<file path="config.mk">
export PLATFORM = sky130hd
export DESIGN_NAME = gpio_top
export DESIGN_NICKNAME = d
export VERILOG_FILES = /design/src/source/gpio_pkg.sv /design/src/source/gpio_apb_slave.sv /design/src/source/gpio_lite_subunit.sv /design/src/source/gpio_pin_sync.sv /design/src/source/gpio_top.sv
export VERILOG_INCLUDE_DIRS = /design/src /design/src/source
export SDC_FILE = /design/constraint.sdc
export NUM_CORES = 1
export LEC_CHECK = 0
export ABC_AREA = 1
export CAP_MARGIN = 20
export CORE_ASPECT_RATIO = 0.5
export CORE_MARGIN = 4
export CORE_UTILIZATION = 61
export DETAILED_ROUTE_END_ITERATION = 10
export DONT_BUFFER_PORTS = 1
export PLACE_DENSITY = 0.73
export SETUP_SLACK_MARGIN = 0.1
export SYNTH_ARGS = -nofsm -noshare
export SYNTH_HDL_FRONTEND = slang
export SYNTH_SLANG_ARGS = --single-unit
</file>
<file path="constraint.sdc">
create_clock -name pclk6 -period 2.13 [get_ports pclk6]
set_clock_uncertainty 0.15 [all_clocks]
set_input_delay 0.426 -clock pclk6 [delete_from_list [all_inputs] [get_ports pclk6]]
set_output_delay 0.426 -clock pclk6 [all_outputs]
set_load 0.05 [all_outputs]
</file>
<file path="src/source/gpio_consts.svh">
// gpio constants
`ifndef GPIO_CONSTS_SVH
`define GPIO_CONSTS_SVH

//------------------------------------------------------------
// widths
//------------------------------------------------------------
`define GPIO_WIDTH       16  // pins per block
`define GPIO_ADDR_WIDTH  6   // apb byte address

//------------------------------------------------------------
// register offsets
//------------------------------------------------------------
// widen these literals if the address width grows
`define GPR_DIRECTION_MODE  6'h04  // 1 = input, 0 = output
`define GPR_OUTPUT_ENABLE   6'h08  // pad drive enable
`define GPR_OUTPUT_VALUE    6'h0C  // value driven on pads
`define GPR_INPUT_VALUE     6'h10  // synchronized pad level, ro
`define GPR_INT_STATUS      6'h20  // rising edge flags, clear on read

//------------------------------------------------------------
// reset values
//------------------------------------------------------------
`define GPRV_DIRECTION_MODE  16'h0000  // all outputs
`define GPRV_OUTPUT_ENABLE   16'h0000  // pads tristated
`define GPRV_OUTPUT_VALUE    16'h0000  // drive low once enabled
`define GPRV_INPUT_VALUE     16'h0000  // reads zero until sampled
`define GPRV_INT_STATUS      16'h0000  // nothing pending

`endif

</file>
<file path="src/source/gpio_pkg.sv">
// gpio shared types
`include "gpio_consts.svh"

package gpio_pkg;

  // one bit per pin
  typedef logic [`GPIO_WIDTH-1:0] gpio_word_t;

  // apb byte address
  typedef logic [`GPIO_ADDR_WIDTH-1:0] gpio_addr_t;

  // slave phase, one value per bus cycle of a transfer
  typedef enum logic [1:0] {
    apb_idle,    // no transfer
    apb_setup,   // psel up, penable low
    apb_wait,    // first access cycle, pready low
    apb_access   // second access cycle, pready high
  } apb_phase_e;

  // decoded register target
  typedef enum logic [2:0] {
    sel_dir,         // direction mode
    sel_oe,          // output enable
    sel_out,         // output value
    sel_in,          // input value, also any unmapped offset
    sel_int_status   // interrupt status
  } reg_sel_e;

  // register request, slave to core
  typedef struct packed {
    logic       rd;     // one cycle, first access cycle
    logic       wr;     // one cycle, cycle with pready high
    reg_sel_e   sel;
    gpio_word_t wdata;
  } reg_req_t;

  // pin observation, sync stage to core
  typedef struct packed {
    gpio_word_t level;  // input value register
    gpio_word_t rise;   // per pin rising edge, combinational
  } pin_obs_t;

endpackage

</file>
<file path="src/source/gpio_apb_slave.sv">
// apb slave front end
`timescale 1ns/1ns
`include "gpio_consts.svh"

module gpio_apb_slave
  import gpio_pkg::*;
(
  input  logic       pclk6,
  input  logic       n_reset6,   // async, active low
  input  logic       psel,
  input  logic       penable,
  input  logic       pwrite,
  input  gpio_addr_t paddr,
  input  gpio_word_t pwdata,
  output logic       pready,
  output reg_req_t   req
);

  apb_phase_e state;      // registered phase
  apb_phase_e phase;      // phase of the current cycle
  apb_phase_e state_nxt;
  reg_sel_e   sel_q;      // decoded at setup, held to the end
  logic       write_q;    // direction latched with the decode

  // address decode, unmapped falls onto input value
  function automatic reg_sel_e decode(input gpio_addr_t addr);
    reg_sel_e sel;
    case (addr)
      `GPR_DIRECTION_MODE: sel = sel_dir;
      `GPR_OUTPUT_ENABLE:  sel = sel_oe;
      `GPR_OUTPUT_VALUE:   sel = sel_out;
      `GPR_INT_STATUS:     sel = sel_int_status;
      default:             sel = sel_in;   // input value + holes
    endcase
    return sel;
  endfunction

  //------------------------------------------------------------
  // phase tracking
  //------------------------------------------------------------
  // setup is seen straight off the bus, the state flop only
  // holds the two access cycles
  assign phase = (state == apb_idle && psel && !penable) ? apb_setup : state;

  always_comb
  begin
    case (phase)
      apb_setup:  state_nxt = apb_wait;
      apb_wait:   state_nxt = (psel && penable) ? apb_access : apb_idle; // dropped psel aborts
      default:    state_nxt = apb_idle;   // access ends the transfer
    endcase
  end

  always_ff @(posedge pclk6 or negedge n_reset6)
  begin
    if (!n_reset6)
    begin
      state   <= apb_idle;
      sel_q   <= sel_in;
      write_q <= 1'b0;
    end
    else
    begin
      state <= state_nxt;
      if (phase == apb_setup)
      begin
        sel_q   <= decode(paddr);   // decode once per transfer
        write_q <= pwrite;
      end
    end
  end

  //------------------------------------------------------------
  // outputs
  //------------------------------------------------------------
  assign pready = (state == apb_access);  // fixed single wait state

  assign req.rd    = (state == apb_wait) && !write_q;   // core registers rdata here
  assign req.wr    = (state == apb_access) && write_q;  // lands at the closing edge
  assign req.sel   = sel_q;
  assign req.wdata = pwdata;  // master holds it until pready

endmodule

</file>
<file path="src/source/gpio_lite_subunit.sv">
// gpio register core
`timescale 1ns/1ns
`include "gpio_consts.svh"

module gpio_lite_subunit
  import gpio_pkg::*;
(
  input  logic       pclk6,
  input  logic       n_reset6,       // async, active low
  input  reg_req_t   req,            // strobes from the apb slave
  input  pin_obs_t   obs,            // level and rise from the pin stage
  input  gpio_word_t test_tristate,  // dft, forces pads to high z
  output gpio_word_t rdata,          // registered, zero outside a read
  output gpio_word_t pin_out,
  output gpio_word_t pin_oe_n,       // active low pad enable
  output gpio_word_t interrupt       // one line per pin
);

  //------------------------------------------------------------
  // register bank
  //------------------------------------------------------------
  gpio_word_t direction_mode;  // 1 = input, 0 = output    rw
  gpio_word_t output_enable;   // pad drive enable          rw
  gpio_word_t output_value;    // value to the pads         rw
  gpio_word_t int_status;      // rising edge flags         ro, clear on read

  gpio_word_t int_set;         // edge on an input-mode pin
  logic       status_clr;      // read of the status register

  // write port
  always_ff @(posedge pclk6 or negedge n_reset6)
  begin
    if (!n_reset6)
    begin
      direction_mode <= `GPRV_DIRECTION_MODE;
      output_enable  <= `GPRV_OUTPUT_ENABLE;
      output_value   <= `GPRV_OUTPUT_VALUE;
    end
    else if (req.wr)
    begin
      case (req.sel)
        sel_dir: direction_mode <= req.wdata;
        sel_oe:  output_enable  <= req.wdata;
        sel_out: output_value   <= req.wdata;
        default: ;   // status and input value are read only
      endcase
    end
  end

  //------------------------------------------------------------
  // interrupt status
  //------------------------------------------------------------
  // output-mode pins never flag, whatever their pad does
  assign int_set    = obs.rise & direction_mode;
  assign status_clr = req.rd && (req.sel == sel_int_status);

  always_ff @(posedge pclk6 or negedge n_reset6)
  begin
    if (!n_reset6)
    begin
      int_status <= `GPRV_INT_STATUS;
    end
    else
    begin
      // clear the whole word on a read, then or in new edges
      // so an edge in the read cycle is not lost
      int_status <= (int_status & {`GPIO_WIDTH{~status_clr}}) | int_set;
    end
  end

  //------------------------------------------------------------
  // read data
  //------------------------------------------------------------
  // sampled on the rd strobe, valid in the pready cycle
  always_ff @(posedge pclk6 or negedge n_reset6)
  begin
    if (!n_reset6)
    begin
      rdata <= '0;
    end
    else if (req.rd)
    begin
      case (req.sel)
        sel_dir:        rdata <= direction_mode;
        sel_oe:         rdata <= output_enable;
        sel_out:        rdata <= output_value;
        sel_int_status: rdata <= int_status;   // pre-clear value
        default:        rdata <= obs.level;    // input value, unmapped too
      endcase
    end
    else
    begin
      rdata <= '0;   // bus sees zeros outside a read
    end
  end

  //------------------------------------------------------------
  // pad control
  //------------------------------------------------------------
  assign pin_out = output_value;

  // drive only if enabled, in output mode and not forced off
  assign pin_oe_n = ~(output_enable & ~direction_mode) | test_tristate;

  assign interrupt = int_status;   // level, held until read

endmodule

</file>
<file path="src/source/gpio_pin_sync.sv">
// pad input synchronizer
`timescale 1ns/1ns
`include "gpio_consts.svh"

module gpio_pin_sync
  import gpio_pkg::*;
(
  input  logic       pclk6,
  input  logic       n_reset6,   // async, active low
  input  gpio_word_t pin_in,     // raw pads, asynchronous
  output pin_obs_t   obs
);

  gpio_word_t sync_one;   // first flop, may go metastable
  gpio_word_t sync_two;   // second flop, settled
  gpio_word_t in_value;   // input value register

  //------------------------------------------------------------
  // metastability filter and input value register
  //------------------------------------------------------------
  always_ff @(posedge pclk6 or negedge n_reset6)
  begin
    if (!n_reset6)
    begin
      sync_one <= '0;
      sync_two <= '0;
      in_value <= `GPRV_INPUT_VALUE;
    end
    else
    begin
      sync_one <= pin_in;
      sync_two <= sync_one;
      in_value <= sync_two;   // third edge after the pad
    end
  end

  // new level is high, registered level still low
  // -> rising edge this cycle, one cycle ahead of in_value
  assign obs.rise  = sync_two & ~in_value;
  assign obs.level = in_value;

endmodule

</file>
<file path="src/source/gpio_top.sv">
// apb gpio top level
`timescale 1ns/1ns

module gpio_top
  import gpio_pkg::*;
(
  input  logic       pclk6,
  input  logic       n_reset6,       // async, active low
  // apb
  input  logic       psel,
  input  logic       penable,
  input  logic       pwrite,
  input  gpio_addr_t paddr,
  input  gpio_word_t pwdata,
  output gpio_word_t prdata,
  output logic       pready,
  // pads
  input  gpio_word_t pin_in,
  input  gpio_word_t test_tristate,  // dft high z force
  output gpio_word_t pin_out,
  output gpio_word_t pin_oe_n,
  output gpio_word_t interrupt
);

  reg_req_t req;   // slave -> core
  pin_obs_t obs;   // pin stage -> core

  gpio_apb_slave i_apb (
    .pclk6    (pclk6),
    .n_reset6 (n_reset6),
    .psel     (psel),
    .penable  (penable),
    .pwrite   (pwrite),
    .paddr    (paddr),
    .pwdata   (pwdata),
    .pready   (pready),
    .req      (req)
  );

  gpio_pin_sync i_sync (
    .pclk6    (pclk6),
    .n_reset6 (n_reset6),
    .pin_in   (pin_in),
    .obs      (obs)
  );

  gpio_lite_subunit i_core (
    .pclk6         (pclk6),
    .n_reset6      (n_reset6),
    .req           (req),
    .obs           (obs),
    .test_tristate (test_tristate),
    .rdata         (prdata),
    .pin_out       (pin_out),
    .pin_oe_n      (pin_oe_n),
    .interrupt     (interrupt)
  );

endmodule
</file>
==> impl.org, run 1 <==
** Clocking
- Reg clk slew, reported paths :: approximately 0.060 ns
- Root cell of the clock tree :: sky130_fd_sc_hd__clkbuf_16
- Deepest level of the CTS H-tree :: 4
- Clock latency reported for the late side of the worst-skew pair :: between 0.4 and 0.5 ns
- Clock sinks :: 134
- Counting along the longest clock path gives a buffer depth of 2.
- Counting the buffers created by CTS gives 17.
- TritonCTS clock tree :: done
- Count of hold buffers inserted by post-cts repair :: 19

** Setup path
- CP Buf/Inv Count :: 3
- Broken down by cell family, the worst path's largest delay share belongs to buffers and inverters.
- Biggest cell delay along the critical path :: 0.55 ns
- Slowest cell on the critical path :: sky130_fd_sc_hd__dfstp_2
- Cell-by-cell trace of the critical path :: buf_4 > inv_2 > nand4_1 > buf_4 > nand2_1 > o21ai_0
- Worst setup path class :: flop to flop
- STA classifies the critical path startpoint as a flop.
- Worst setup EP type :: flop
- At the worst endpoint, the arrival time is 2.11 ns.
- Data on the critical path is required at its endpoint by about 2.3 ns.
- The cell that appears most often on the critical path is sky130_fd_sc_hd__buf_4.
- Largest fanout of any net on the critical path :: 20

** Logic synthesis
- Async S/R FF share, synth :: 1.000
- The synthesized design contains 0 enable-type register cells.
- The commonest cells after synthesis are 132 x sky130_fd_sc_hd__dfrtp_1, 98 x sky130_fd_sc_hd__nand2_1, 67 x sky130_fd_sc_hd__o21ai_0, 59 x sky130_fd_sc_hd__inv_1, 52 x sky130_fd_sc_hd__nand3_1.
- By area the synthesized netlist is led by sky130_fd_sc_hd__dfrtp_1 61%, sky130_fd_sc_hd__nand2_1 6.8%, sky130_fd_sc_hd__o21ai_0 6.2%.
- Total nets after synthesis :: between 600 and 700
- Warning count from the yosys run :: 0
- The share of synthesized area in the top cell type comes to 0.6150.
- Proportion of synthesized chip area in sequential cells :: 0.6247
- Summed over all instances, the cell type with the most area after synthesis is sky130_fd_sc_hd__dfrtp_1.
- Synthesis produced around 550 cells.
- In this run the mean area of a mapped cell was 9.731 µm².
- By instance count, the leading cell after synthesis is sky130_fd_sc_hd__dfrtp_1.
- Dominant synthesized flop cell :: sky130_fd_sc_hd__dfrtp_1
- Distinct cells, synth :: 21
- Synthesis inferred 134 register bits.
- Cell Area, Synth :: 5371 µm²

** Floorplanning
- In this run the standard cell core region covers 8288 µm².
- Ports :: 124
- In this run the core area contains 23 standard-cell rows.
- For this configuration, the core starts out at a cell density of 0.6481.
- Die span in x :: 140.7 µm
- Die extent in y :: between 70 and 80 µm
- The floorplan step defined a die boundary enclosing 10460 µm².

** Layout
- 0 antenna diodes ended up in the layout.
- Post-layout nets :: about 640
- Summed area of non-filler cells in the final layout :: about 6300 µm²
- Relative to the synthesized area, the layout overhead comes to 17.56%.
- Fraction of layout instances using a drive strength above 1 :: 0.09966

** STA
- The final hold violation count is 134.
- Share of the clock period used by the worst path after layout :: 0.9075
- Final setup TNS :: 0 ns
- Setup violations remaining at the end of the flow were counted as 0.
- Max Fclk :: around 520 MHz
- Setup repair after global routing left no endpoint under its margin.
- The number of pins exceeding their max-slew limit in the final report came to 0.
- For the pin with the worst max-slew slack, the measured transition is slightly below 0.6 ns.
- Post-layout minimum cycle time :: a little under 2 ns
- Slew HR :: 0.6140
- Hold slack final :: -0.4536 ns

** Power and ir drop
- Total power :: roughly 7.6 mW
- For this design the ratio of total power to cell area is 1207 nW/µm².
- Pleak :: 3.136 nW
- Largest voltage drop on the vdd net :: between 800 and 900 µV

** GRT
- Initial antenna violation count :: 1
- Entering global routing, the biggest net connects roughly 140 pins.
- The first global-routing pass estimated roughly 21 mm of wire.
- The number of global-route vias before repair came to 3968.
- Total routing usage reported by global routing :: 0.2679
- The total overflow left after global routing is 0.

** Job
- The tool flagged a number of max-cap violations equal to 0.

** Placed design
- Post-Place Cell Area :: between 5000 and 6000 µm²
- Post-DP HPWL :: about 8.3 mm
- GPL Wtd Cong :: 0.8026
- In this run the tool buffered the top-level ports with 0 buffer cells.

** Route
- First drt pass iteration count :: 6
- DRC :: 0
- Antenna Nets Post-Route :: 0
- Initial detailed-routing violation count :: ~450
- The detailed router placed 4247 vias in this run.
- The final layout contains routed wiring with a total length of ~14 mm.
- Mean routed wirelength per cell :: around 19 µm
- Drt via density :: around 6.0

** Hold path
- Type of the most critical hold path :: primary input to async pin

** Run status
- The final reports fail on hold timing.
- Outcome :: finished with violations
-- cell usage in the layout (no fill, tap or decap) --
master	synthesis	layout
sky130_fd_sc_hd__nand3b_1	17	17
sky130_fd_sc_hd__o21ai_0	67	67
sky130_fd_sc_hd__clkinv_4	0	2
sky130_fd_sc_hd__clkbuf_16	0	17
sky130_fd_sc_hd__a21oi_1	16	16
sky130_fd_sc_hd__o31ai_1	16	16
sky130_fd_sc_hd__buf_12	0	1
sky130_fd_sc_hd__buf_4	6	20
sky130_fd_sc_hd__inv_4	2	2
sky130_fd_sc_hd__dfrtp_1	132	132
sky130_fd_sc_hd__nand4_1	35	35
sky130_fd_sc_hd__inv_1	59	59
sky130_fd_sc_hd__nor2_4	0	1
sky130_fd_sc_hd__o21ai_4	1	1
sky130_fd_sc_hd__or2_2	1	1
sky130_fd_sc_hd__inv_6	0	1
sky130_fd_sc_hd__clkinv_2	0	3
sky130_fd_sc_hd__dlygate4sd3_1	0	19
sky130_fd_sc_hd__nor3_1	1	1
sky130_fd_sc_hd__bufinv_16	0	3
sky130_fd_sc_hd__inv_2	1	1
sky130_fd_sc_hd__nand2_1	98	98
sky130_fd_sc_hd__clkbuf_8	0	1
sky130_fd_sc_hd__dfstp_2	2	2
sky130_fd_sc_hd__nor2_1	20	20
sky130_fd_sc_hd__clkbuf_1	14	1
sky130_fd_sc_hd__nand3_1	52	52
sky130_fd_sc_hd__clkinvlp_4	0	3
-- repair_timing --
action                     in CTS  in global routing
setup buffers                   0                  6
setup endpoints to repair       3                 19
hold endpoints to repair      152                134
pin swaps                       0                  1
resized for setup               1                  0
cloned                          0                  0
-- registers in the layout, indices dropped and copies added, names as in the netlist --
name and cells:
i_apb.state 2, i_core.rdata 16, i_core.pin_out 16, i_sync.sync_one 16, i_core.interrupt 16, i_core.direction_mode 16
i_sync.sync_two 16, i_apb.write_q 1, i_apb.sel_q 3, i_core.output_enable 16, i_sync.in_value 16
-- worst paths after layout --
check | startpoint | end | slack (ns) | depth (start not counted)
setup / recovery | i_apb.sel_q[0]$_DFFE_PN1P_ | i_core.pin_out[13]$_DFFE_PN0P_ | 0.20 | 6
hold / removal | n_reset6 | i_core.interrupt[1]$_DFF_PN0_ | -0.45 | 0
setup reg to reg | i_apb.sel_q[0]$_DFFE_PN1P_ | i_core.pin_out[13]$_DFFE_PN0P_ | 0.20 | 6
hold reg to reg | i_sync.sync_one[15]$_DFF_PN0_ | i_sync.sync_two[15]$_DFF_PN0_ | 0.20 | 0
max in group asynchronous | n_reset6 | i_apb.sel_q[1]$_DFFE_PN1P_ | 2.07 | 0
min in group pclk6 | pwdata[6] | i_core.output_enable[6]$_DFFE_PN0P_ | 0.04 | 2
-- power by group --
part           internal (mW)  switching [mW]  total (mW)
sequential              2.84           0.640        3.48
combinational          0.387           0.801        1.19
clock                   1.86            1.09        2.95
total                   5.09            2.53        7.62
-- through the flow --
stage | setup slack, ns | util | hold slack, ns | std cells
detailed placement | 0.1124 | 0.6609 | -0.01663 | 648
floorplan | 0.6206 | - | -0.01959 | 552
global route | 0.09841 | 0.7619 | -0.4708 | 704
finish | 0.1971 | 0.7619 | -0.4536 | 704
global placement | 0.1749 | 0.6609 | -0.01672 | 648
CTS | 0.1468 | 0.7565 | -0.4604 | 698
-- layer usage --
layer / routed length [µm] / vias to the layer above / share of wire / track usage
met5: 13 / - / 0.00096 / 0
met2: 6075 / 254 / 0.45 / 0.4089
met3: 1544 / 35 / 0.11 / 0.09377
met4: 214 / 2 / 0.016 / 0.1128
li1: - / 1908 / - / -
met1: 5677 / 2048 / 0.42 / 0.3588
-- area by class of cell --
cell class | count | area [µm²]
inverter | 62 | 237.7
sequential | 134 | 3356
clock buffer | 19 | 442.9
tap | 112 | 140.1
multi-input combinational | 325 | 1624
fill | 566 | 1973
timing repair buffer | 40 | 360.3
clock inverter | 12 | 153.9
-- logic make-up (layout without fill, tap and decap cells) --
kind of cell,after synthesis,after routing,synth area share
AO/OA/AOI/OAI,100,100,0.1027
flip-flops,134,134,0.6247
buffers and inverters,93,133,0.07384
AND/OR/NAND/NOR,225,225,0.1987
-- worst reg2reg max path: cells and delay by family, from the launching register on --
family                 cells  cell delay (ns)
buffers and inverters      3             0.79
AND/OR/NAND/NOR            2             0.27
AO/OA/AOI/OAI              1             0.09
flip-flops                 1             0.55
Power figures use the tool's default switching activity.
==> run 2, diff against run 1 <==
--- a/config.mk
+++ b/config.mk
@@ -13,6 +13,7 @@
 export CORE_UTILIZATION = 61
 export DETAILED_ROUTE_END_ITERATION = 10
 export DONT_BUFFER_PORTS = 1
+export GPL_TIMING_DRIVEN = 0
 export PLACE_DENSITY = 0.73
 export SETUP_SLACK_MARGIN = 0.1
 export SYNTH_ARGS = -nofsm -noshare
==> run 2 against run 1 <==
  * Highest routed layer unchanged
  * Critical path depth decreased by 1
  * Sequential power about the same
  * Clock power increased by 6%
  * Critical path type unchanged
  * Final area increased by 0.42%
  * Global-route usage increased by 3.2 points
  * The run still ends with hold timing left
==> impl.org, run 2 (synthesized netlist as in run 1, its figures left out) <==
** Run status
- Outcome: finished with violations (unchanged).
- Violations in the final reports: hold timing (unchanged).

** Layout
- The number of filler instances in the final layout is 588 (was 566).
- Commonest cells after routing, fill and taps aside :: 132 x sky130_fd_sc_hd__dfrtp_1, 98 x sky130_fd_sc_hd__nand2_1, 67 x sky130_fd_sc_hd__o21ai_0 (unchanged)
- Post-layout nets :: 649 (was 639)
- The growth of design area from synthesis to finish is 18.05% (was 17.56%).
- ANT cells :: 0 (unchanged)
- The most common cell after layout, fill and taps aside was sky130_fd_sc_hd__dfrtp_1 (unchanged).
- Fraction of layout instances using a drive strength above 1 :: 0.09619 (was 0.09966)
- The final cell area excluding filler cells is 6341 µm² (was 6315 µm²).
- The final design utilization was 0.7651 (was 0.7619).

** GRT
- The global-route met3 utilization came to 0.1201 (was 0.09377).
- The number of global-route vias before repair is 4344 (was 3968).
- Total routing usage reported by global routing :: 0.3002 (was 0.2679)
- Met2 routing resource usage after global routing :: 0.4550 (was 0.4089)
- Wire length of the first global-routing pass :: 23.18 mm (was 20.96 mm)
- Most utilized layer in the global route result :: met2 (unchanged)
- Largest net degree at the start of global routing :: 135 (unchanged)
- The met1 demand-to-capacity share in global routing came to 0.3949 (was 0.3588).
- Initial antenna violation count :: 1 (unchanged)
- Remaining global-route overflow :: 0 (unchanged)

** Power and ir drop
- Largest voltage drop on the vdd net :: 682.4 µV (was 858.1 µV)
- PwrDens :: 1233 nW/µm² (was 1207 nW/µm²)
- The leakage power of the design was 3.135 nW (was 3.136 nW).

** Placed design
- GPL Wtd Cong :: 0.8754 (was 0.8026)
- The instance area after placement was 5512 µm² (was 5478 µm²).
- The HPWL after detailed placement was 9.483 mm (was 8.272 mm).
- Count of buffers inserted at the top-level ports :: 0 (unchanged)

** STA
- The final cycle utilization of the critical path came to 0.9197 (was 0.9075).
- Slew HR :: 0.5208 (was 0.6140)
- The number of pins exceeding their max-slew limit in the final report was 0 (unchanged).
- Hold slack final :: -0.4511 ns (was -0.4536 ns)
- Unrepaired setup endpoints after global routing: no (unchanged).
- Number of failing setup endpoints in the final timing report :: 0 (unchanged)
- The transition time at the pin with the least slew margin is 0.7189 ns (was 0.5790 ns).
- The final hold violation count came to 134 (unchanged).
- The final sum of negative setup slack came to 0 ns (unchanged).
- Post-layout minimum cycle time :: 1.959 ns (was 1.933 ns)
- The fmax came to 510.5 MHz (was 517.4 MHz).

** Route
- The iteration-0 DRC count of the detailed router is 497 (was 454).
- Mean routed wirelength per cell :: 20.80 µm (was 19.21 µm)
- The final wirelength is 14.87 mm (was 13.53 mm).
- Drt via density :: 6.186 (was 6.033)
- DR vias :: 4423 (was 4247)
- The post-detailed-route count of antenna-violating nets is 0 (unchanged).
- DRC :: 0 (unchanged)
- The number of iterations in the first detailed-routing pass was 5 (was 6).

** Setup path
- Worst setup EP type :: flop (unchanged)
- The critical register-to-register path startpoint is i_apb.sel_q[0]$_DFFE_PN1P_ (unchanged).
- The endpoint required time on the critical path came to 2.24 ns (was 2.31 ns).
- Arrival time at the worst endpoint :: 2.07 ns (was 2.11 ns)
- Worst setup path class :: flop to flop (unchanged)
- The maximum fanout along the worst path came to 10 (was 20).
- The start point of the critical path is i_apb.sel_q[0]$_DFFE_PN1P_ (unchanged).
- The startpoint type of the worst setup path is a flop (unchanged).

** Floorplanning
- Ports :: 124 (unchanged)
- Placeable core region :: 8288 µm² (unchanged)
- Die footprint :: 10460 µm² (unchanged)
- The standard-cell row count was 23 (unchanged).
- Die span in x :: 140.7 µm (unchanged)
- The die span in y was 74.36 µm (unchanged).
- The initial cell density of the core came to 0.6481 (unchanged).

** Clocking
- The H-tree depth reported by CTS is 4 (unchanged).
- The total number of clock tree sinks came to 134 (unchanged).
- The clock latency on the worst-skew pair is 0.42 ns (about the same).
- Reg clk slew, reported paths :: 0.06 ns (about the same)
- The maximum clock insertion buffer count came to 2 (unchanged).
- The CTS buffer count was 17 (unchanged).
- The TritonCTS clock tree is done (unchanged).
- Root cell of the clock tree :: sky130_fd_sc_hd__clkbuf_16 (unchanged)

** Hold path
- The class of the tightest hold or removal check is primary input to async pin (unchanged).

** Job
- Max-Cap Viols :: 0 (unchanged)
==> run 2: cell count changes in the layout (fill, tap and decap cells not counted), sizes merged <==
cell and delta:
buf -4, bufinv +1, clkbuf +13, clkinv -1
clkinvlp +1, inv +1
==> run 2: per-stage QoR <==
stage	setup slack (ns)	instances	total power, mW
6_report	0.1711	715	7.821
2_1_floorplan	0.6206	552	4.309
3_3_place_gp	0.1995	664	4.610
4_1_cts	0.1910	714	7.787
3_5_place_dp	0.1635	664	4.645
5_1_grt	0.1228	715	8.104
==> run 2: power breakdown <==
part | switching [mW] | internal (mW)
logic | 0.837 | 0.369
clock network | 1.14 | 2.00
registers | 0.637 | 2.84
==> run 2: worst paths after layout <==
kind                                                             end  slack (ns)  depth (start not counted)
worst max-delay path                      i_core.rdata[12]$_DFF_PN0_        0.17                          5
worst min-delay path                    i_sync.sync_two[2]$_DFF_PN0_       -0.45                          0
min in group pclk6              i_core.direction_mode[9]$_DFFE_PN0P_        0.04                          2
worst min register to register          i_sync.sync_two[2]$_DFF_PN0_        0.20                          0
worst max register to register            i_core.rdata[12]$_DFF_PN0_        0.17                          5
max in group asynchronous                 i_apb.sel_q[1]$_DFFE_PN1P_        2.07                          0
==> run 2: critical path, cell delays in order (launching register included) <==
cell                      delay, ns
sky130_fd_sc_hd__dfstp_2       0.55
sky130_fd_sc_hd__buf_2         0.24
sky130_fd_sc_hd__nand3_1       0.35
sky130_fd_sc_hd__buf_4         0.32
sky130_fd_sc_hd__nand3_1       0.10
sky130_fd_sc_hd__a21oi_1       0.08
==> run 2: final cells by class <==
cell class                 instances  area [µm²]  area share
tap                              112       140.1     0.02210
clock buffer                      18       439.2     0.06926
buffer                            31       160.2     0.02526
inverter                          62       237.7     0.03749
multi-input combinational        325        1619      0.2553
clock inverter                    14       198.9     0.03137
timing repair buffer              19       190.2     0.02999
sequential                       134        3356      0.5292
==> run 2: timing repair <==
item / 4_1_cts / 5_1_grt
endpoints found under the setup margin: 0 / 7
hold buffers: 18 / 1
gates resized for setup: 0 / 2
endpoints found under the hold margin: 151 / 135
setup buffers: 0 / 0
==> run 2: layer usage <==
layer	share of wire	wire (µm)	up-vias
li1	-	-	1932
met1	0.41	6023	2177
met2	0.45	6625	271
met3	0.13	1897	41
met4	0.021	310	2
met5	0.00087	13	-
